`config.mk`:
```
export PLATFORM = sky130hd
export DESIGN_NAME = sample_packer
export DESIGN_NICKNAME = d
export VERILOG_FILES = /design/src/chan_pkg.sv /design/src/sample_packer.sv
export VERILOG_INCLUDE_DIRS = /design/src
export SDC_FILE = /design/constraint.sdc
export NUM_CORES = 1
export LEC_CHECK = 0
export BUFFER_PORTS_ARGS = -buffer_cell sky130_fd_sc_hd__buf_4
export CAP_MARGIN = 20
export CORE_ASPECT_RATIO = 1.2
export CORE_MARGIN = 1
export CORE_UTILIZATION = 27
export DETAILED_ROUTE_END_ITERATION = 8
export MAX_ROUTING_LAYER = met4
export PLACE_DENSITY = 0.55
export SLEW_MARGIN = 10
export SYNTH_ARGS = -nofsm -noshare
export SYNTH_HDL_FRONTEND = slang
export SYNTH_SLANG_ARGS = --single-unit
```
`constraint.sdc`:
```
create_clock -name adc_clk -period 0.8 [get_ports adc_clk]
set_input_delay 0.08 -clock adc_clk [delete_from_list [all_inputs] [get_ports adc_clk]]
set_output_delay 0.08 -clock adc_clk [all_outputs]
set_load 0.03 [all_outputs]
```
`src/chan_defs.svh`:
```
`ifndef CHAN_DEFS_SVH
`define CHAN_DEFS_SVH

// adc sample as delivered, 12 data bits plus over-range in the lsb
`define CHAN_SAMPLE_W 13
`define CHAN_HALF_W 16      // one sign-extended sample
`define CHAN_WORD_W 32      // buffer and stream word, two samples

// circular buffer of 4096 words
`define CHAN_ADDR_W 12

`define CHAN_HDR_WORDS 3    // channel, trigger number, start address

// stream flow control
`define CHAN_CREDIT_MAX 8   // credits owned by the receiver after reset
`define CHAN_FIFO_DEPTH 16  // header fifo words

`endif

```
`src/chan_pkg.sv`:
```
`include "chan_defs.svh"

package chan_pkg;

  ////////////////////////////////////////////////////////////
  // plain vectors
  typedef logic [`CHAN_SAMPLE_W-1:0] sample_t;  // raw sample, ovr in bit 0
  typedef logic [`CHAN_WORD_W-1:0]   word_t;    // memory / stream word
  typedef logic [`CHAN_ADDR_W-1:0]   addr_t;    // buffer address or word count
  typedef logic [31:0]               trig_num_t;
  typedef logic [7:0]                chan_num_t;

  ////////////////////////////////////////////////////////////
  // grouped signals
  typedef struct packed {
    sample_t hi;  // goes to the upper half of the word
    sample_t lo;
  } adc_pair_t;

  // static while armed
  typedef struct packed {
    addr_t     buffer_size;       // words kept in the record
    addr_t     post_trig_size;    // words stored after the trigger word
    chan_num_t channel_num;
    trig_num_t initial_trig_num;  // first event number after reset
  } acq_cfg_t;

  typedef struct packed {
    logic  we;
    addr_t addr;
    word_t data;
  } mem_wr_t;

  typedef struct packed {
    logic  valid;
    logic  last;  // final data word of a record
    word_t data;
  } stream_t;

  // acquisition controller states
  typedef enum logic [2:0] {IDLE, FILL, POST, HEADER, DONE} acq_state_t;

endpackage

```
`src/sample_packer.sv`:
```
`timescale 1ns/100ps
`include "chan_defs.svh"

module sample_packer import chan_pkg::*; (
  input  logic      adc_clk,
  input  logic      rst_n,
  input  adc_pair_t adc_pair,    // both samples of this adc cycle
  output word_t     packed_word  // registered, one cycle after adc_pair
);

  // copy the sample msb into the spare upper bits
  // the over-range flag stays in bit 0 of each half
  function automatic logic [`CHAN_HALF_W-1:0] sign_ext(input sample_t s);
    return {{(`CHAN_HALF_W - `CHAN_SAMPLE_W){s[`CHAN_SAMPLE_W-1]}}, s};
  endfunction

  logic [`CHAN_HALF_W-1:0] half_lo;  // low sample, low half
  logic [`CHAN_HALF_W-1:0] half_hi;

  always_comb begin
    half_lo = sign_ext(adc_pair.lo);
    half_hi = sign_ext(adc_pair.hi);
  end

  ////////////////////////////////////////////////////////////
  // output register, feeds the buffer write port
  always_ff @(posedge adc_clk) begin
    if (!rst_n) begin
      packed_word <= '0;
    end else begin
      packed_word <= {half_hi, half_lo};  // hi sample in [31:16]
    end
  end

endmodule

```
Word level (Yosys, flattened, before mapping) --
Index checks and enable logic that the tools add are counted.
Word-level totals: flip-flop bits (word level) 29, input port bits 28, output and inout port bits 32, word-level logic and storage cells 1

Longest topological paths before layout --
depth after elaboration 0, mapped depth 2

Worst setup path after synthesis --
OpenSTA, ideal clock, no wires.
kind register to output, start point register, netlist name packed_word[15], end point output port packed_word[13], data arrival time 739 ps, data required time 720 ps, setup slack -19 ps, cell stages (with the launch flop) 2, path buffers 1, path through dfxtp_1 > buf_4
RTL lines:
- end: declaration | line sample_packer.sv:8 | output word_t packed_word

==> impl_metrics.csv <==
group,metric,value,unit
critical_path,path_class,"reg -> out",
detailed_routing,drt_drc_violations_left,0,
power,net-switching-power,0.660,mW
die,placementRows,20,
critical_path,cp_top_family,"flip-flops",
final_layout,multi_input_area,188,sq um
final_layout,top_register,"packed_word",
run_status,violations,"negative setup slack",
final_layout,largestRegisters,"packed_word x26",
timing,fin_ws,-0.127,ns
place,place_hpwl,1120,um
cts,h-tree-depth,1,
final_layout,area_delta_synth_final,110,%
run_status,status,"finished with violations",
power,switching_share,24.7,%
final_layout,largest_reg_flops,26,
place,gp_congestion,0.584,
place,io_buffer_count,59,
power,peakVddDrop,1.42,mV
min_path,hold_path.class,"in -> reg",
detailed_routing,ant_nets,0,
final_layout,diodes,0,
power,power_density,1640,mW/mm^2
place,place_inst,144,
die,core,0.00263,sq mm
timing,finalMaxSlewViolations,0,
timing,worst_pin_slew,0.184,ns
die,fp.dieH,60.7,um
timing,rsz0062_at_grt,"true",
final_layout,regArea,556,sq um
detailed_routing,drt-wirelength-per-cell,10.6,um
timing,max_freq,1080,MHz
logic_synthesis,syn_area_per_cell,12.9,sq um
final_layout,mostFrequentLayoutCell,"buf_4",
logic_synthesis,syn_area,776,sq um
min_path,min_from,"rst_n",
final_layout,stdcell_count,174,
timing,setup_tns,-2.36,ns
power,p_leak,0.758,nW
critical_path,critPathArrivalTime,0.85,ns
logic_synthesis,synth_nets,88,
critical_path,start_kind,"register",
power,pwr-share-seq,52.9,%
timing,layout_min_cycle_time,0.927,ns
global_route,grt_pass1_wl,2880,um
cts,cts_setup_buffers,0,
final_layout,final_cell_mix,"31 x buf_4, 28 x buf_6, 26 x dlygate4sd3_1",
timing,worst_hold_slack,0.118,ns
detailed_routing,routed_via_density,3.97,
detailed_routing,drtIter0Drc,5,
cts,cts_root_buf,"clkbuf_4",
cts,cts_tree,"yes",
timing,fin_crit_sh,116,%
critical_path,crit_buf_inv,1,
logic_synthesis,synth_cells,60,
global_route,antenna_found_initial,0,
power,comb_power_share,23.2,%
job,cap_violations,0,
die,start_util,29.5,%
logic_synthesis,yosysWarnings,0,
global_route,grt_start_max_net_pins,27,
critical_path,cp-end-kind,"output pin",
cts,cts_made_buffers,3,
die,fp.dieW,50.9,um
critical_path,slowest_stage,"dfxtp_4",
critical_path,cp_max_fo,4,
cts,ctsLongestPathBuffers,2,
global_route,first_global_vias,738,
timing,setup_violations,32,
die,dieArea,0.00309,sq mm
critical_path,startpoint,"packed_word[15]",
cts,clkSlewWorstSetupHoldPaths,0.13,ns
detailed_routing,via_count,690,
logic_synthesis,synth_cell_types,5,
critical_path,critPathMaxStageDelay,0.40,ns
global_route,gr-usage-all-layers,13.2,%
global_route,grt_overflow,0,
power,pwr-share-clk,23.9,%
timing,hold_viol,0,
die,ioPinCount,60,
logic_synthesis,ys_ff_latch,26,
critical_path,required,0.72,ns
logic_synthesis,seq_area_frac_synth,67.1,%
critical_path,crit_chain,"buf_6",
cts,clock_sinks,26,
final_layout,layout.nets,170,
final_layout,num-fill-cells,227,
detailed_routing,first_pass_iters,3,
detailed_routing,finalWirelength,1850,um
final_layout,drive_gt1_share,77.3,%
power,p_int,2.01,mW
timing,relSlewSlack,87.8,%
[final timing paths]
| check | end | slack, ns | depth (start not counted) |
|---|---|---|---|
| max | packed_word[12] | -0.13 | 1 |
| min | packed_word[20] | 0.12 | 2 |
[metrics by stage]
stage,instance area [sq um],utilization (%),setup WS [ns],total power [mW]
6_report,1630,62.0,-0.127,2.67
5_1_grt,1630,62.0,-0.189,2.83
4_1_cts,1630,62.0,-0.144,2.70
3_5_place_dp,1190,45.5,0.212,1.89
3_3_place_gp,1190,45.5,0.223,1.89
2_1_floorplan,778,-,0.112,1.68
[power groups by stage]
stage          sequential (mW)  clock (mW)  combinational (mW)
3_5_place_dp              1.42           0               0.474
4_1_cts                   1.41       0.671               0.621
3_3_place_gp              1.42           0               0.470
6_report                  1.41       0.637               0.620
2_1_floorplan             1.56           0               0.123
5_1_grt                   1.42       0.756               0.652
[cells in the mapped netlist]
cell / count / area, sq um
and2_2: 20 / 150
and2_1: 6 / 37.5
buf_4: 6 / 45.0
dfxtp_1: 26 / 521
buf_6: 2 / 22.5
[per-layer routing]
metal  global-route usage [%]  vias up  wire [um]
met1                     11.5      316        685
met2                     25.9       38       1060
li1                         -      336          -
met4                     5.95        0          0
met3                     3.51        0        106
met5                        -        -          0
[what timing repair did]
action                     CTS  global route
hold buffers                26             0
hold endpoints to repair    26             0
resized for setup           53             0
setup endpoints to repair   32            32
[layout make-up]
cell class              count  area share [%]
multi-input cells          26            11.5
clock buffers               4            2.23
well taps                  33            2.53
repair buffers             85            49.6
flip-flops and latches     26            34.1
[cells by family after synthesis]
| kind of cell | synth area share [%] |
|---|---|
| buf+inv | 8.71 |
| simple gates | 24.2 |
| flops | 67.1 |
No activity file was read; power rests on OpenSTA's default activity.
