**src/chan_defs.svh**
```systemverilog
`ifndef CHAN_DEFS_SVH
`define CHAN_DEFS_SVH

// adc sample as delivered, 12 data bits plus over-range in the lsb
`define CHAN_SAMPLE_W 13
`define CHAN_HALF_W 16      // one sign-extended sample
`define CHAN_WORD_W 32      // buffer and stream word, two samples

// circular buffer of 4096 words
`define CHAN_ADDR_W 12

`define CHAN_HDR_WORDS 3    // channel, trigger number, start address

// stream flow control
`define CHAN_CREDIT_MAX 8   // credits owned by the receiver after reset
`define CHAN_FIFO_DEPTH 16  // header fifo words

`endif

```
**src/chan_pkg.sv**
```systemverilog
`include "chan_defs.svh"

package chan_pkg;

  ////////////////////////////////////////////////////////////
  // plain vectors
  typedef logic [`CHAN_SAMPLE_W-1:0] sample_t;  // raw sample, ovr in bit 0
  typedef logic [`CHAN_WORD_W-1:0]   word_t;    // memory / stream word
  typedef logic [`CHAN_ADDR_W-1:0]   addr_t;    // buffer address or word count
  typedef logic [31:0]               trig_num_t;
  typedef logic [7:0]                chan_num_t;

  ////////////////////////////////////////////////////////////
  // grouped signals
  typedef struct packed {
    sample_t hi;  // goes to the upper half of the word
    sample_t lo;
  } adc_pair_t;

  // static while armed
  typedef struct packed {
    addr_t     buffer_size;       // words kept in the record
    addr_t     post_trig_size;    // words stored after the trigger word
    chan_num_t channel_num;
    trig_num_t initial_trig_num;  // first event number after reset
  } acq_cfg_t;

  typedef struct packed {
    logic  we;
    addr_t addr;
    word_t data;
  } mem_wr_t;

  typedef struct packed {
    logic  valid;
    logic  last;  // final data word of a record
    word_t data;
  } stream_t;

  // acquisition controller states
  typedef enum logic [2:0] {IDLE, FILL, POST, HEADER, DONE} acq_state_t;

endpackage

```
**src/acq_control.sv**
```systemverilog
`timescale 1ns/100ps
`include "chan_defs.svh"

module acq_control import chan_pkg::*; (
  input  logic     adc_clk,
  input  logic     rst_n,
  input  logic     acq_arm,      // async level from the master
  input  logic     acq_trig,     // async, rising edge starts the post-trigger count
  input  acq_cfg_t cfg,
  input  word_t    packed_word,  // from the packer
  output mem_wr_t  mem_wr,
  input  logic     hdr_full,
  output logic     hdr_we,
  output word_t    hdr_wdata,
  output logic     acq_done
);

  ////////////////////////////////////////////////////////////
  // two-stage synchronizers into adc_clk
  logic [1:0] arm_sync;
  logic [1:0] trig_sync;
  logic       trig_prev;   // for edge detect
  logic       arm;
  logic       trig_rise;

  always_ff @(posedge adc_clk) begin
    if (!rst_n) begin
      arm_sync  <= '0;
      trig_sync <= '0;
      trig_prev <= 1'b0;
    end else begin
      arm_sync  <= {arm_sync[0], acq_arm};
      trig_sync <= {trig_sync[0], acq_trig};
      trig_prev <= trig_sync[1];
    end
  end

  assign arm       = arm_sync[1];
  assign trig_rise = trig_sync[1] && !trig_prev;

  ////////////////////////////////////////////////////////////
  // acquisition fsm
  acq_state_t state;
  addr_t      wr_addr;    // next buffer slot, also the start address after capture
  addr_t      next_addr;
  addr_t      post_cnt;   // words stored after the trigger word
  logic [1:0] hdr_cnt;    // header word index
  trig_num_t  trig_num;
  logic       hdr_last;

  // wrap at buffer_size, not at the ram size
  assign next_addr = (wr_addr == cfg.buffer_size - 1'b1) ? '0 : wr_addr + 1'b1;
  assign hdr_last  = (hdr_cnt == 2'(`CHAN_HDR_WORDS - 1));

  always_ff @(posedge adc_clk) begin
    if (!rst_n) begin
      state    <= IDLE;
      wr_addr  <= '0;
      post_cnt <= '0;
      hdr_cnt  <= '0;
      trig_num <= cfg.initial_trig_num;  // event number starts here
    end else begin
      case (state)
        IDLE: begin
          wr_addr <= '0;
          if (arm) state <= FILL;
        end
        FILL: begin  // circular capture until the trigger
          wr_addr  <= next_addr;
          post_cnt <= '0;
          hdr_cnt  <= '0;
          if (!arm) begin
            state <= IDLE;  // disarmed before a trigger
          end else if (trig_rise) begin  // this cycle stores the trigger word
            state <= (cfg.post_trig_size == '0) ? HEADER : POST;
          end
        end
        POST: begin
          wr_addr  <= next_addr;
          post_cnt <= post_cnt + 1'b1;
          if (!arm) state <= IDLE;
          else if (post_cnt == cfg.post_trig_size - 1'b1) state <= HEADER;
        end
        HEADER: begin
          if (!hdr_full) begin  // stall while the fifo is full
            hdr_cnt <= hdr_cnt + 1'b1;
            if (hdr_last) state <= DONE;
          end
        end
        DONE: begin
          if (!arm) begin  // master saw done and released arm
            state    <= IDLE;
            trig_num <= trig_num + 1'b1;
          end
        end
        default: state <= IDLE;
      endcase
    end
  end

  ////////////////////////////////////////////////////////////
  // outputs, decoded from state
  always_comb begin
    mem_wr.we   = (state == FILL) || (state == POST);  // one word per cycle
    mem_wr.addr = wr_addr;
    mem_wr.data = packed_word;
  end

  assign hdr_we = (state == HEADER) && !hdr_full;

  always_comb begin
    case (hdr_cnt)
      2'd0:    hdr_wdata = word_t'(cfg.channel_num);
      2'd1:    hdr_wdata = trig_num;
      default: hdr_wdata = word_t'(wr_addr);  // oldest word of the record
    endcase
  end

  assign acq_done = (state == DONE);

endmodule

```
**config.mk**
```make
export PLATFORM = sky130hd
export DESIGN_NAME = acq_control
export DESIGN_NICKNAME = d
export VERILOG_FILES = /design/src/chan_pkg.sv /design/src/acq_control.sv
export VERILOG_INCLUDE_DIRS = /design/src
export SDC_FILE = /design/constraint.sdc
export NUM_CORES = 1
export LEC_CHECK = 0
export ABC_CLOCK_PERIOD_IN_PS = 4100
export BUFFER_PORTS_ARGS = -buffer_cell sky130_fd_sc_hd__buf_2
export CAP_MARGIN = 20
export CORE_MARGIN = 10
export CORE_UTILIZATION = 30
export CTS_BUF_LIST = sky130_fd_sc_hd__clkbuf_2
export CTS_CLUSTER_DIAMETER = 80
export DETAILED_ROUTE_END_ITERATION = 10
export HOLD_SLACK_MARGIN = 0.15
export PLACE_DENSITY_LB_ADDON = 0.08
export SYNTH_ARGS = -nofsm -noshare
export SYNTH_HDL_FRONTEND = slang
export SYNTH_SLANG_ARGS = --single-unit
```
**constraint.sdc**
```tcl
create_clock -name adc_clk -period 4.1 [get_ports adc_clk]
set_clock_uncertainty 0.1 [all_clocks]
set_input_delay 1.23 -clock adc_clk [delete_from_list [all_inputs] [get_ports adc_clk]]
set_output_delay 1.23 -clock adc_clk [all_outputs]
set_load 0.01 [all_outputs]
```
# == Word-level counts from Yosys, hierarchy flattened ==
# Index checks and enable logic that the tools add are counted.
# Widths: inputs -> output; s select.
# classes
n_eq_ne,16
addsub,6
n_reduce_logical,15
n_mux,19
# ops
operator,n
$mux 32,3
$pmux 32 s2,1
$pmux 12 s2,2
$add 32x1->32 const B,1
$add 12x1->12 const B,2
$eq 12x12->1,2
$mux 3,8
$sub 12x1->12 const B,2
$pmux 3 s5,1
$logic_not 12->1,1
$mux 12,1
$ne 2x2->1 const B,5
$eq 3x2->1 const B,2
$ne 3x3->1 const B,2
$reduce_and 6->1,1
$reduce_bool 2->1,3
$pmux 2 s2,1
$reduce_and 2->1,2
$eq 3x1->1 const B,1
$eq 3x3->1 const B,1
$logic_not 3->1,1
$add 2x1->2 const B,1
$eq 2x1->1 const B,1
$eq 2x2->1 const B,1
other kinds (8),10
# word_totals
output_inout_bits,79
register_bits,66

# == Logic depth before layout (Yosys ltp) ==
# logic_depth
depth_word,5
ltp_mapped,10

# == Least setup slack after synthesis ==
# Ideal clock, no wire load.
# synth_path
path_type,input -> register
from,in cfg[52] (netlist bit)
to,reg wr_addr[7]
n_path_buf,1
arrival_time_ns,3.316
setup_slack_ns,0.610
path_stages,10
setup_ns,0.074
t_required_ns,3.926
cell_sequence,inv_1 ha_1 or4b_1 nor2_1 mux2i_1 o211ai_1 a311oi_4 buf_6 nand3_1 a31oi_1
# synth_via
elab_chain_cells,4
# synth_lines
item,line,rtl
from (decl),acq_control.sv:9,"input acq_cfg_t cfg,"
$sub 12x1->12,acq_control.sv:52,assign next_addr = (wr_addr == cfg.buffer_size - 1'b1) ? '0 : wr_addr + 1'b1;
$eq 12x12->1,acq_control.sv:52,
$mux 12,acq_control.sv:52,
$pmux 12 s2,acq_control.sv:63,case (state)
to (signal assigned),acq_control.sv:69,wr_addr <= next_addr;
to (signal assigned),acq_control.sv:79,wr_addr <= next_addr;
to (decl),acq_control.sv:44,addr_t wr_addr;
# No other way between the ends.
# A chain may end at the register's enable or synchronous reset.

# == Worst setup path in the final report ==
# layout_path
from,reg hdr_cnt[0]
to,out hdr_wdata[7]
# layout_via
elab_chain_cells,2
word_cells_on_any_way,3
classes_between,eq/ne: 1; mux: 1; reduce/logical: 1
# layout_lines
item,line,rtl
from (decl),acq_control.sv:47,logic [1:0] hdr_cnt;
from (signal assigned),acq_control.sv:86,hdr_cnt <= hdr_cnt + 1'b1;
$eq 2x1->1 / $logic_not 2->1 (equally long branches),acq_control.sv:112,case (hdr_cnt)
$pmux 32 s2 *,acq_control.sv:112,
to (decl),acq_control.sv:14,"output word_t hdr_wdata,"
# Every way passes the cells marked *; elsewhere a longest branch is shown, timed or not.

==> reports/results.ini <==
[status]
run_status = finished, final reports clean

[worst_setup_path]
worstPathCellList = inv_1, ha_1, nor2_1, nand2_1, nand2_1, buf_2
required_ns = 2.77
timing.rr.start = state[2]$_SDFFE_PN0P_
crit_fanout = 13
critPathLaunchType = register
rrSetupSlack_ns = 1.57
crit_path_top_delay_cell = nor2_1
crit_path_end_kind = output pin
path_class = reg -> out
crit_path_frequent_cell = nand2_1
worst-r2r-cell-count = 7
cp.arrival_ns = 2.29
timing.rr.end = state[0]$_SDFFE_PN0P_
max_stage_delay_ns = 0.50

[power]
p_clk_share_pct = 28.9
ir_drop_uv = 115
cellPowerDensity_mw_per_mm2 = 244
swShare_pct = 29.2
p_sw_uw = 393
leakage_nw = 2.24
internal_power_uw = 953
seqPwrFrac_pct = 56.0
power_frac_comb_pct = 15.1

[cts]
cts_buffer_depth = 2
cts_root_buf = clkbuf_2
cts.sinks = 66
h-tree-depth = 3
post_cts_resized = 0
cts_tree = done
path_clk_slew_ns = 0.20
numCtsBuffers = 9
clock_latency_ns = 0.54
hold_buffers = 0
cts_setup_buffers = 0

[timing]
period_minus_slack_ns = 3.62
finalSetupViolations = 0
rsz0062_at_grt = false
max_slew_margin_pct = 37.2
fin_crit_sh_pct = 88.3
maxSlewViolCount = 0
worst_pin_slew_ns = 0.941
fin_setup_tns_ns = 0
max_clock_freq_mhz = 276
finalHoldViolCount = 0

[die]
io_pins = 180
row_count = 46
die_w_um = 148
die_h_um = 148
core_mm2 = 0.0159
start_util_pct = 30.7
dieArea_mm2 = 0.0218

[synthesis]
ys.flop_type = dfxtp_1
ys.warnings.count = 0
yosysUniqueCellTypes = 54
async_reset_ff_share_pct = 0
post_synth_instance_area_mm2 = 0.00489
synth-seq-area-share_pct = 33.6
synth-edff-count = 32
syn-mean-instance-area_um2 = 8.10
syn_inst = 604
syn_nets = 713
synth_seq_cells = 66

[global_routing]
antenna_found_initial = 1
grt_usage_pct = 13.5
grt-ovfl-total = 0
grt_max_degree = 95
grt_pass1_vias = 4684
grt_pass1_wl_mm = 24.1

[worst_hold_path]
hold-path-endpoint = trig_prev$_SDFF_PN0_
hold_start = trig_sync[1]$_SDFF_PN0_
hp-class = reg -> reg
hold_depth = 2

[placed_design]
place_congestion = 0.855
place_area_mm2 = 0.00543
hpwl_mm = 10.9
io_buffer_count = 115
dp_cells = 882

[detailed_routing]
num_vias = 4419
routed_wl_mm = 14.6
wl_per_cell_um = 16.3
drt-initial-drc-count = 228
drc_errors = 0
ant_nets = 0
first_pass_iters = 4
via_per_inst = 4.92

[finish]
final_nets = 786
design_area_mm2 = 0.00553
final_layout_size_suffix_gt1_share_pct = 21.3
num-fill-cells = 1775
area_growth_pct = 13.0
fin_cells = 899

[job]
maxCapViolations = 0

synth_stat cells, drive strengths merged (3+ instances only):
cell type / number / area [um2]
nand2: 62 / 233
nor2: 62 / 233
and2: 39 / 244
a21oi: 38 / 190
nand3: 35 / 175
buf: 34 / 263
dfxtp: 34 / 681
xor2: 33 / 289
edfxtp: 32 / 961
xnor2: 28 / 245
clkbuf: 25 / 93.8
inv: 20 / 75.1
o21ai: 19 / 95.1
nor3: 17 / 85.1
and3: 12 / 75.1
a31oi: 11 / 68.8
a22oi: 10 / 80.1
mux2i: 9 / 90.1
ha: 8 / 100
nand3b: 8 / 60.1
nand4: 8 / 50.1
nor2b: 8 / 50.1
nor4: 8 / 56.3
nand2b: 4 / 25.0
o211ai: 4 / 30.0
a211oi: 3 / 22.5
nor3b: 3 / 22.5
or3: 3 / 18.8
metrics by stage:
step	total power [mW]	utilization, %	hold WS (ns)	setup WS (ns)
after global routing	1.43	34.7	0.368	0.172
after global placement	0.971	34.0	0.314	0.426
after detailed placement	0.974	34.0	0.320	0.322
after CTS	1.37	34.7	0.349	0.374
after floorplan	0.921	-	0.305	0.610
final	1.35	34.7	0.338	0.481
routing by layer:
metal / part of all wire (%) / global-route usage, %
met1: 45 / 16.6
met2: 48 / 22.2
met3: 4.7 / 2.78
met4: 2.1 / 6.19
met5: 0 / 0
cell usage in the layout (no fill, tap or decap), drive strengths merged, types with 9 or more instances in the layout:
cell and instances:
dfxtp 34, o21ai 19, inv 20, xnor2 28, and2 39, clkbuf 11, nand2 62, mux2i 9
a31oi 11, and3 12, a22oi 10, nor3 17, edfxtp 32, nand3 35, xor2 33, buf 121
nor2 62, a21oi 38
flip-flops by register name, summed over array words and instances (netlist names):
| name | cells |
|---|---|
| trig_num | 32 |
| post_cnt | 12 |
| wr_addr | 12 |
| state | 3 |
| arm_sync | 2 |
| hdr_cnt | 2 |
| trig_sync | 2 |
| trig_prev | 1 |
critical path: cells and delay by family (launching register included):
kind	cells	cell delay, ns
adder cells (fa/ha/maj)	1	0.37
buffers and inverters	2	0.21
flip-flops	1	0.42
AND/OR/NAND/NOR	3	0.75
kinds of logic after synthesis:
logic type               after synthesis  synth area share (%)
multiplexers                          11                  2.30
XOR/XNOR                              61                  10.9
AND/OR/NAND/NOR                      277                  28.7
flip-flops                            66                  33.6
buffers and inverters                 79                  8.83
AO/OA/AOI/OAI                        102                  13.7
adder cells (fa/ha/maj)                8                  2.05
layout make-up:
| type | instances | area (um2) | area share (%) |
|---|---|---|---|
| repair buffers | 121 | 621 | 11.2 |
| well taps | 216 | 270 | 4.89 |
| flip-flops and latches | 66 | 1640 | 29.7 |
| clock buffers | 11 | 55.1 | 0.996 |
| inverters | 20 | 75.1 | 1.36 |
| diodes | 1 | 2.50 | 0.0453 |
| clock inverters | 5 | 45.0 | 0.815 |
| multi-input cells | 459 | 2820 | 51.0 |
power by group through the flow:
stage	Combinational, mW	Sequential [mW]	Clock [mW]
floorplan	0.162	0.759	0
global placement	0.203	0.768	0
detailed placement	0.205	0.768	0
CTS	0.207	0.754	0.409
global route	0.231	0.759	0.438
finish	0.204	0.754	0.389
worst max-delay path by stage:
stage                             from                 endpoint  depth (start not counted)
2_1_floorplan                  cfg[52]  wr_addr[7]$_SDFFE_PN0P_                         10
3_3_place_gp                   cfg[52]  wr_addr[3]$_SDFFE_PN0P_                         11
3_5_place_dp                   cfg[52]  wr_addr[5]$_SDFFE_PN0P_                         11
4_1_cts        hdr_cnt[0]$_SDFFE_PN0P_             hdr_wdata[7]                          6
5_1_grt        hdr_cnt[0]$_SDFFE_PN0P_             hdr_wdata[7]                          6
6_report       hdr_cnt[0]$_SDFFE_PN0P_             hdr_wdata[7]                          6
(Power assumes the default switching activity.)
