<file path="src/chan_defs.svh">
`ifndef CHAN_DEFS_SVH
`define CHAN_DEFS_SVH

// adc sample as delivered, 12 data bits plus over-range in the lsb
`define CHAN_SAMPLE_W 13
`define CHAN_HALF_W 16      // one sign-extended sample
`define CHAN_WORD_W 32      // buffer and stream word, two samples

// circular buffer of 4096 words
`define CHAN_ADDR_W 12

`define CHAN_HDR_WORDS 3    // channel, trigger number, start address

// stream flow control
`define CHAN_CREDIT_MAX 8   // credits owned by the receiver after reset
`define CHAN_FIFO_DEPTH 16  // header fifo words

`endif

</file>
<file path="src/chan_pkg.sv">
`include "chan_defs.svh"

package chan_pkg;

  ////////////////////////////////////////////////////////////
  // plain vectors
  typedef logic [`CHAN_SAMPLE_W-1:0] sample_t;  // raw sample, ovr in bit 0
  typedef logic [`CHAN_WORD_W-1:0]   word_t;    // memory / stream word
  typedef logic [`CHAN_ADDR_W-1:0]   addr_t;    // buffer address or word count
  typedef logic [31:0]               trig_num_t;
  typedef logic [7:0]                chan_num_t;

  ////////////////////////////////////////////////////////////
  // grouped signals
  typedef struct packed {
    sample_t hi;  // goes to the upper half of the word
    sample_t lo;
  } adc_pair_t;

  // static while armed
  typedef struct packed {
    addr_t     buffer_size;       // words kept in the record
    addr_t     post_trig_size;    // words stored after the trigger word
    chan_num_t channel_num;
    trig_num_t initial_trig_num;  // first event number after reset
  } acq_cfg_t;

  typedef struct packed {
    logic  we;
    addr_t addr;
    word_t data;
  } mem_wr_t;

  typedef struct packed {
    logic  valid;
    logic  last;  // final data word of a record
    word_t data;
  } stream_t;

  // acquisition controller states
  typedef enum logic [2:0] {IDLE, FILL, POST, HEADER, DONE} acq_state_t;

endpackage

</file>
<file path="src/readout_ctrl.sv">
`timescale 1ns/100ps
`include "chan_defs.svh"

module readout_ctrl import chan_pkg::*; (
  input  logic     adc_clk,
  input  logic     rst_n,
  input  acq_cfg_t cfg,
  input  word_t    hdr_rdata,
  input  logic     hdr_empty,
  output logic     hdr_re,
  output addr_t    rd_addr,
  input  word_t    rd_data,     // one cycle after rd_addr
  input  logic     credit_ret,  // one credit back per cycle high
  output stream_t  stream_out
);

  typedef enum logic {RD_HDR, RD_DATA} rd_state_t;

  localparam int CRED_W = $clog2(`CHAN_CREDIT_MAX + 1);

  rd_state_t         state;
  logic [1:0]        hdr_cnt;
  logic              hdr_last;
  addr_t             rd_ptr;     // next buffer address to read
  addr_t             rd_left;    // reads still to issue for this record
  logic              rd_issue;
  logic              rd_vld;     // rd_data holds a word this cycle
  logic              rd_last;
  logic [1:0]        pend;       // reads in flight plus skid words, max 2
  logic [CRED_W-1:0] credits;    // words we may still send

  ////////////////////////////////////////////////////////////
  // two-entry skid, absorbs the read latency
  word_t      skid_data [2];
  logic [1:0] skid_last;
  logic [1:0] skid_wp;           // bit 1 is the wrap flag
  logic [1:0] skid_rp;
  logic       push;
  logic       pop;
  logic       out_vld;
  logic       out_last;
  word_t      out_data;

  assign hdr_last = (hdr_cnt == 2'(`CHAN_HDR_WORDS - 1));
  // header pops wait for a free slot and for the memory return slot
  assign hdr_re   = (state == RD_HDR) && !hdr_empty && (pend != 2'd2) && !rd_vld;
  assign rd_issue = (state == RD_DATA) && (pend != 2'd2);
  assign rd_addr  = rd_ptr;
  assign push     = hdr_re || rd_vld;
  assign pop      = (skid_wp != skid_rp) && (credits != '0);  // send only on credit

  always_ff @(posedge adc_clk) begin
    if (push) begin
      skid_data[skid_wp[0]] <= hdr_re ? hdr_rdata : rd_data;
      skid_last[skid_wp[0]] <= !hdr_re && rd_last;
    end
    if (pop) out_data <= skid_data[skid_rp[0]];
  end

  always_ff @(posedge adc_clk) begin
    if (!rst_n) begin
      state    <= RD_HDR;
      hdr_cnt  <= '0;
      rd_ptr   <= '0;
      rd_left  <= '0;
      rd_vld   <= 1'b0;
      rd_last  <= 1'b0;
      pend     <= '0;
      credits  <= CRED_W'(`CHAN_CREDIT_MAX);
      skid_wp  <= '0;
      skid_rp  <= '0;
      out_vld  <= 1'b0;
      out_last <= 1'b0;
    end else begin
      rd_vld   <= rd_issue;
      rd_last  <= rd_issue && (rd_left == addr_t'(1));
      pend     <= pend + 2'(hdr_re || rd_issue) - 2'(pop);
      credits  <= credits + CRED_W'(credit_ret) - CRED_W'(pop);
      out_vld  <= pop;
      out_last <= pop && skid_last[skid_rp[0]];
      if (push) skid_wp <= skid_wp + 1'b1;
      if (pop)  skid_rp <= skid_rp + 1'b1;
      case (state)
        RD_HDR: if (hdr_re) begin
          hdr_cnt <= hdr_last ? '0 : hdr_cnt + 1'b1;
          if (hdr_last) begin  // third word is the start address
            rd_ptr  <= hdr_rdata[`CHAN_ADDR_W-1:0];
            rd_left <= cfg.buffer_size;
            state   <= RD_DATA;
          end
        end
        RD_DATA: if (rd_issue) begin
          rd_ptr  <= (rd_ptr == cfg.buffer_size - 1'b1) ? '0 : rd_ptr + 1'b1;
          rd_left <= rd_left - 1'b1;
          if (rd_left == addr_t'(1)) state <= RD_HDR;  // record fully read
        end
        default: state <= RD_HDR;
      endcase
    end
  end

  always_comb begin
    stream_out.valid = out_vld;
    stream_out.last  = out_last;
    stream_out.data  = out_data;
  end

endmodule

</file>
<file path="config.mk">
export PLATFORM = sky130hd
export DESIGN_NAME = readout_ctrl
export DESIGN_NICKNAME = d
export VERILOG_FILES = /design/src/chan_pkg.sv /design/src/readout_ctrl.sv
export VERILOG_INCLUDE_DIRS = /design/src
export SDC_FILE = /design/constraint.sdc
export NUM_CORES = 1
export LEC_CHECK = 0
export ABC_AREA = 1
export BUFFER_PORTS_ARGS = -buffer_cell sky130_fd_sc_hd__buf_4
export CAP_MARGIN = 20
export CELL_PAD_IN_SITES_DETAIL_PLACEMENT = 1
export CELL_PAD_IN_SITES_GLOBAL_PLACEMENT = 1
export CORE_MARGIN = 3
export CORE_UTILIZATION = 35
export CTS_CLUSTER_DIAMETER = 120
export DETAILED_ROUTE_END_ITERATION = 7
export PLACE_DENSITY = 0.77
export RECOVER_POWER = 25
export REMOVE_ABC_BUFFERS = 1
export SYNTH_ARGS = -nofsm -noshare
export SYNTH_HDL_FRONTEND = slang
export SYNTH_SLANG_ARGS = --single-unit
</file>
<file path="constraint.sdc">
create_clock -name adc_clk -period 3.05 [get_ports adc_clk]
set_input_delay 0.4575 -clock adc_clk [delete_from_list [all_inputs] [get_ports adc_clk]]
set_output_delay 0.4575 -clock adc_clk [all_outputs]
set_load 0.1 [all_outputs]
</file>
Word-level counts from Yosys, hierarchy flattened
Memory sizes are Yosys's and may differ from the RTL's. A register that Yosys moved wholly into a read port is not among the register bits.
Cells that the tools add are included.
Word-level totals
  register bits after elaboration: 43
  RAM bits: 64
  input port bits: 132
  memories kept: 1
Operators by class
  $add $sub $neg: 10
  $lt $le $gt $ge: 3
  eq/ne operators: 8
  mux-type cells: 23
  bitwise operators: 1
  reductions and logical operators: 17
Memories
  skid_data: words 2, bits a word 32, rd ports 1, clocked after Yosys merged registers in 1, wr ports 1, RTL line readout_ctrl.sv:34  | word_t skid_data [2];
Operators with widths (number)
  $mux 12: 7
  $pmux 12 s2: 2
  $mux 32: 1
  $sub 12x1->12 const B: 2
  $add 12x1->12 const B: 1
  $eq 12x1->1 const B: 1
  $eq 12x12->1: 1
  $logic_and 1x1->1: 9
  $mux 1: 9
  $add 2x1->2 const B: 3
  $ne 2x2->1 const B: 3
  $add 4x1->4: 1
  $lt 1x2->1 const B: 2
  $reduce_bool 4->1: 1
  $sub 4x1->4: 1
  $logic_not 1->1: 3
  $reduce_and 3->1: 1
  $add 2x1->2: 1
  $bwmux 2: 1
  $eq 2x2->1 const B: 1
  $logic_or 1x1->1: 2
  $mux 2: 1
  $ne 2x1->1 const B: 1
  $ne 2x2->1: 1
  6 further kinds: 6

Depth between registers and ports, before layout
Gate-level depths: netlist (run 1).
  depth after elaboration: 7
  mapped depth: 15
  mapped depth without buffers: 15

Worst setup path after synthesis (run 1)
OpenSTA, ideal clock, no wires.
  kind: reg2reg
  start: reg skid_rp[0]
  end: reg credits[3]
  library setup time: 0.123 ns
  arrival: 2.716 ns
  data required time: 2.927 ns
  setup slack: 0.210 ns
  cell stages (with the launch flop): 15
  cell sequence: dfxtp_1 -> buf_2 -> clkinv_1 -> nand2_1 -> nand4_1 -> nand2_1 -> inv_1 -> ha_1 -> inv_1 -> ha_1 -> nand2_1 -> nor2_1 -> a211oi_1 -> xor2_1 -> or2_2
On the way
  longest elaborated chain between the ends: 3
RTL lines
  from (decl): RTL line readout_ctrl.sv:37  | logic [1:0] skid_rp;
  from (signal assigned): RTL line readout_ctrl.sv:82  | if (pop) skid_rp <= skid_rp + 1'b1;
  $ne 2x2->1: RTL line readout_ctrl.sv:50  | assign pop = (skid_wp != skid_rp) && (credits != '0);
  $logic_and 1x1->1: RTL line readout_ctrl.sv:50
  net pop: RTL line readout_ctrl.sv:39  | logic pop;
  $sub 4x1->4: RTL line readout_ctrl.sv:78  | credits <= credits + CRED_W'(credit_ret) - CRED_W'(pop);
  to (signal assigned): RTL line readout_ctrl.sv:69  | credits <= CRED_W'(`CHAN_CREDIT_MAX);
  to (signal assigned): RTL line readout_ctrl.sv:78
  to (decl): RTL line readout_ctrl.sv:30  | logic [CRED_W-1:0] credits;
The timed path passes the listed nets, and every way through them passes these cells.
A chain may end at the register's enable or synchronous reset.

Final worst setup path (run 1)
  start: reg skid_rp[0]
  end: reg pend[1]
On the way
  longest elaborated chain between the ends: 3
RTL lines
  $ne 2x2->1: RTL line readout_ctrl.sv:50
  $logic_and 1x1->1: RTL line readout_ctrl.sv:50
  net pop: RTL line readout_ctrl.sv:39
  $sub 2x1->2: RTL line readout_ctrl.sv:77  | pend <= pend + 2'(hdr_re || rd_issue) - 2'(pop);
  to (signal assigned): RTL line readout_ctrl.sv:77
  to (decl): RTL line readout_ctrl.sv:29  | logic [1:0] pend;
The timed path passes the listed nets, and every way through them passes these cells.

==> results of run 1 <==
registers in the layout, indices dropped and copies added, names as in the netlist:
| name | flops |
|---|---|
| hdr_cnt | 2 |
| rd_last | 1 |
| rd_vld | 1 |
| state | 1 |
| skid_rp | 2 |
| rd_addr | 12 |
| skid_data | 64 |
| pend | 2 |
| out_data | 32 |
| out_last | 1 |
| skid_last | 2 |
| out_vld | 1 |
| rd_left | 12 |
| credits | 4 |
| skid_wp | 2 |
through the flow:
stage               setup WS [ns]  instance area, µm²  std cells  total power, mW
finish                      0.739                8180       1112             8.72
global route                0.480                8180       1112             9.17
CTS                         0.707                8310       1112             8.98
detailed placement          0.539                7710       1080             6.87
global placement            0.617                7710       1080             6.75
floorplan                  -0.818                6390        715             5.85
report_power, final:
group | total, mW | switching (mW) | internal, mW | leakage [nW]
sequential | 2.89 | 0.177 | 2.71 | 1.27
combinational | 3.76 | 3.10 | 0.659 | 2.06
clock | 2.07 | 0.790 | 1.28 | 0.287
layer usage:
metal | GRT usage | vias to the layer above
li1 | - | 2669
met1 | 0.212 | 2600
met2 | 0.302 | 118
met3 | 0.0399 | 29
met4 | 0.0580 | 0
met5 | 0 | -
cells in the mapped netlist (8+ instances only):
library cell,count
nand2_1,291
buf_2,8
inv_1,66
nand3_1,30
nor2_1,47
dfxtp_1,41
edfxtp_1,98
ha_1,11
o21ai_0,29
a21oi_1,41
xor2_1,14
clkbuf_1,18
how the worst min path moves through the flow:
stage	slack [ns]	from	to	depth (start not counted)
6_report	0.33	rd_data[16]	skid_data[0][16]	3
4_1_cts	0.31	rd_data[16]	skid_data[0][16]	3
2_1_floorplan	0.42	pend[1]	pend[1]	1
3_3_place_gp	0.44	pend[1]	pend[1]	1
3_5_place_dp	0.46	pend[1]	pend[1]	1
5_1_grt	0.33	rd_data[0]	skid_data[1][0]	3
cell families (layout without fill, tap and decap cells):
family | count (synthesis) | count (layout) | share of synthesized area
AND/OR/NAND/NOR | 395 | 395 | 0.247
flip-flops | 139 | 139 | 0.576
buffers and inverters | 99 | 237 | 0.0622
AO/OA/AOI/OAI | 83 | 83 | 0.0677
XOR/XNOR | 16 | 16 | 0.0214
adder cells (fa/ha/maj) | 12 | 12 | 0.0241
multiplexers | 1 | 1 | 0.00153
worst max-delay path, cell delays in order (launching register included):
cell      delay, ns
dfxtp_1        0.38
clkinv_1       0.12
nand2_1        0.09
nand4_1        0.09
nand2_1        0.14
clkinv_1       0.13
buf_4          0.30
ha_1           0.35
inv_1          0.05
ha_1           0.14
xor2_1         0.17
o21ai_0        0.09
a21oi_1        0.16
layout make-up:
class                           instances  area, µm²
Clock buffer                           17        425
Clock inverter                         15        173
Fill cell                            2153       9960
Inverter                               69        259
Multi-Input combinational cell        507       2370
Sequential cell                       139       3760
Tap cell                              229        287
Timing Repair Buffer                  136        908
==> results.yml, run 1 <==
outcome:
  status: "finished, violations left"
  violations: "max-capacitance violations, max-slew violations"
clock_tree:
  post_cts_buffers: 0
  cts_tree: "done"
  htreeDepth: 4
  clock_path_buffers: 2
  cts_made_buffers: 17
  clock-sinks: 139
  clk_latency_ns: 0.42
  cts_resized: 0
  cts_root_buf: "clkbuf_16"
  cts.clk_slew.worst_paths_ns: 0.06
  cts_hold_buf: 0
worst_setup_path:
  cp-start-kind: "flip-flop"
  end_kind: "flip-flop"
  arrival_ns: 2.65
  setup.worst_path.end: "pend[1]"
  cp-startpoint: "skid_rp[0]"
  crit_fanout: 34
  r2r-start: "skid_rp[0]"
  path_class: "reg2reg"
  cp_data_required_time_ns: 3.39
  r2r_end: "pend[1]"
  r2r_cells: 12
  reg2reg_slack_ns: 0.74
route:
  drt_iter0_drc: 281
  met1Wirelength_mm: 7.57
  wl_met2_mm: 8.58
  highest_layer: "met4"
  routed_wl_mm: 17.3
  drtAntennaViolNets: 0
  met3_wirelength_um: 775
  num_vias: 5416
  first_pass_iters: 4
  vias_per_cell: 4.87
  drcViolationCount: 0
  wire_per_inst_um: 15.5
finish:
  nets: 1014
  layout-drive-gt1-share: 0.172
  areaGrowthSynthToFinish_pct: 25.2
  layout_commonest_cell: "nand2_1"
  postLayoutCoreUtil: 0.451
  final_cell_mix: "291 x nand2_1, 106 x buf_4, 98 x edfxtp_1"
  n_antenna_cell: 0
power:
  peakVddDrop_v: 0.000392
  p_per_area_nw_per_um2: 1060
  p_leak_nw: 3.62
synthesis:
  synthCells: 745
  ys_seq_elements: 139
  ys_seq_area_frac: 0.576
  synth_async_sr_flop_share: 0
  syn_area_per_cell_um2: 8.78
  synth_cell_type_count: 38
  synth_top_area_share: 0.450
  synth_edf_count: 98
  syn_area_um2: 6540
  ys_warn_count: 0
  synth_top_cell_by_area: "edfxtp_1"
  synthTopCellsByArea: "edfxtp_1 45%, nand2_1 17%, dfxtp_1 13%, inv_1 3.8%, a21oi_1 3.1%"
  synth_top_flop_cell: "edfxtp_1"
placed_design:
  port_buffers: 126
  globalplace.congestion: 0.806
  dpl.hpwl_mm: 12.3
sta:
  hold_viol_final: 0
  tightestPinTransition_ns: 1.64
  tns_ns: 0
  rsz0062_at_grt: "false"
  post-route-period-util: 0.758
  max_freq_mhz: 433
  timing.slew.headroom: -0.0935
  slew_violations: 34
  clock_skew_ns: 0.00807
  finalSetupViolCount: 0
  fin_hold_ws_ns: 0.330
  finalCriticalPeriod_ns: 2.31
global_route:
  gr-usage-all-layers: 0.173
  overflow: 0
  antenna_found_initial: 0
  grt_pass1_wl_mm: 27.6
  first_global_vias: 5541
  grt_max_degree: 38
min_path:
  hp-class: "in2reg"
die:
  die_x_um: 143
  die_y_um: 143
  core_area_um2: 18100
  start_util: 0.360
  pin_count: 179
  core.rowCount: 49
  die-area_um2: 20400
run:
  max_cap_viol_count: 1
No activity file was read; power rests on OpenSTA's default activity.
==> run 2: changes to the inputs <==
==> constraint.sdc (replaced) <==
create_clock -name adc_clk -period 2.05 [get_ports adc_clk]
set_input_delay 0.3075 -clock adc_clk [delete_from_list [all_inputs] [get_ports adc_clk]]
set_output_delay 0.3075 -clock adc_clk [all_outputs]
set_load 0.1 [all_outputs]
==> run 2 against run 1 <==
Compared with the run above:
- the run now ends clean
- clock-buffer cell count is the same
- sequential share of layout area shrank 1.4 points
- utilization grew 1.5 points
- via count shrank 0.81%
- critical path type unchanged
- clock skew grew 0.0057 ns
- non-clock buffer count grew 15
- largest power group unchanged
- highest routed layer unchanged
- power grew 51%
- worst setup slack lost 0.64 ns
- sequential power grew 49%
==> results.yml, run 2 (synthesis gave the netlist of run 1 again) <==
die:
  pin_count: 179
  core.rowCount: 49
  die_x_um: 143
  start_util: 0.360
  die-area_um2: 20400
  die_y_um: 143
  core_area_um2: 18100
global_route:
  grt_max_degree: 38
  antenna_found_initial: 0
  grt.met1_usage: 0.209
  use_met3: 0.0375
  grt_pass1_wl_mm: 27.1
  first_global_vias: 5438
  overflow: 0
  gr-usage-all-layers: 0.169
  busiest_layer: "met2"
  grtUsageMet2: 0.300
worst_setup_path:
  cp-start-kind: "flip-flop"
  r2r_cells: 13
  r2r-start: "skid_wp[0]"
  crit_fanout: 3
  path_class: "reg2reg"
  reg2reg_slack_ns: 0.1
  r2r_end: "credits[3]"
  arrival_ns: 2.26
  end_kind: "flip-flop"
  cp_data_required_time_ns: 2.36
finish:
  areaGrowthSynthToFinish_pct: 29.4
  largest_reg_flops: 64
  fillers: 2162
  n_antenna_cell: 0
  final_cell_mix: "289 x nand2_1, 144 x buf_4, 98 x edfxtp_1"
  layout_commonest_cell: "nand2_1"
  layout-drive-gt1-share: 0.241
  finalNonFillerCells: 1127
  nets: 1029
run:
  max_cap_viol_count: 0
clock_tree:
  cts_hold_buf: 0
  cts.clk_slew.worst_paths_ns: 0.06
  clk_latency_ns: 0.41
  clock_path_buffers: 2
  clock-sinks: 139
  cts_root_buf: "clkbuf_16"
  htreeDepth: 4
  cts_tree: "done"
  cts_made_buffers: 17
power:
  p_sw_mw: 6.18
  combPwrFrac: 0.458
  p_seq_frac: 0.327
  p_per_area_nw_per_um2: 1560
  internal_power_mw: 7.02
  p_leak_nw: 3.80
  p_clk_frac: 0.215
  peakVddDrop_v: 0.000519
  p_sw_frac: 0.468
sta:
  tightestPinTransition_ns: 0.748
  hold_viol_final: 0
  max_freq_mhz: 513
  timing.slew.headroom: 0.502
  post-route-period-util: 0.952
  clock_skew_ns: 0.0138
  finalSetupViolCount: 0
  finalCriticalPeriod_ns: 1.95
  fin_ws_ns: 0.0994
  slew_violations: 0
  tns_ns: 0
outcome:
  status: "complete, no violations"
min_path:
  hp-class: "in2reg"
  hp-start: "rd_data[23]"
  hold_path_end: "skid_data[1][23]"
  hold-path-cell-count: 3
placed_design:
  dpl.hpwl_mm: 12.3
  preCtsSetupSlack_ns: -0.110
  dp_cells: 1094
  globalplace.congestion: 0.765
  port_buffers: 126
route:
  vias_per_cell: 4.77
  first_pass_iters: 5
  wire_per_inst_um: 15.3
  routed_wl_mm: 17.3
  drtAntennaViolNets: 0
  drt_iter0_drc: 246
  num_vias: 5372
  drcViolationCount: 0
-- run 2: final cells by class --
class	instances	area, µm²	share of cell area
clock buffer	17	425	0.0503
clock inverter	15	130	0.0154
inverter	69	262	0.0309
multi-input combinational	507	2410	0.285
sequential	139	3770	0.445
tap	229	287	0.0339
timing repair buffer	151	1180	0.139
-- run 2: per-stage QoR --
step           cell area (µm²)  hold slack, ns  total power, mW  utilization
3_5_place_dp              7860           0.448             10.3        0.433
3_3_place_gp              7860           0.435             10.2        0.433
5_1_grt                   8460           0.174             13.9        0.466
4_1_cts                   8430           0.173             13.3        0.464
6_report                  8460           0.188             13.2        0.466
2_1_floorplan             6390           0.401             8.70            -
-- run 2: worst max-delay path by stage --
stage / cells past startpoint / slack (ns) / start / end
floorplan: 13 / -1.82 / skid_rp[0] / credits[3]
global placement: 13 / -0.03 / skid_rp[0] / credits[3]
detailed placement: 13 / -0.11 / skid_rp[0] / credits[3]
CTS: 13 / 0.01 / credits[2] / credits[3]
global route: 13 / -0.02 / skid_wp[0] / credits[3]
finish: 13 / 0.1 / skid_wp[0] / credits[3]
-- run 2: worst max-delay path: stages (launching register included) --
cell,delay (ns)
dfxtp_2,0.34
inv_2,0.04
nand2_2,0.05
nand4_1,0.14
nand2_2,0.14
inv_4,0.05
ha_4,0.25
inv_1,0.03
ha_2,0.17
inv_2,0.06
nor2_1,0.05
a211oi_2,0.21
xor2_1,0.09
or2_4,0.22
-- run 2: routing by layer --
layer / vias to the layer above / routed length, µm
met4: 0 / 94
met1: 2550 / 7720
met5: - / 0
met2: 103 / 8760
met3: 6 / 690
li1: 2713 / -
-- run 2: power groups by stage --
stage                     Clock [mW]  Sequential (mW)  Combinational (mW)
after floorplan                    0             7.13                1.58
after global placement             0             4.32                5.83
after detailed placement           0             4.37                5.97
after CTS                       2.92             4.32                6.03
after global routing            3.05             4.38                6.50
final                           2.84             4.32                6.04
-- run 2: timing repair --
action	in CTS	in global routing
endpoints found under the setup margin	3	5
buffers inserted	0	1
gates cloned	0	0
gates resized for setup	6	17
pin swaps	0	6
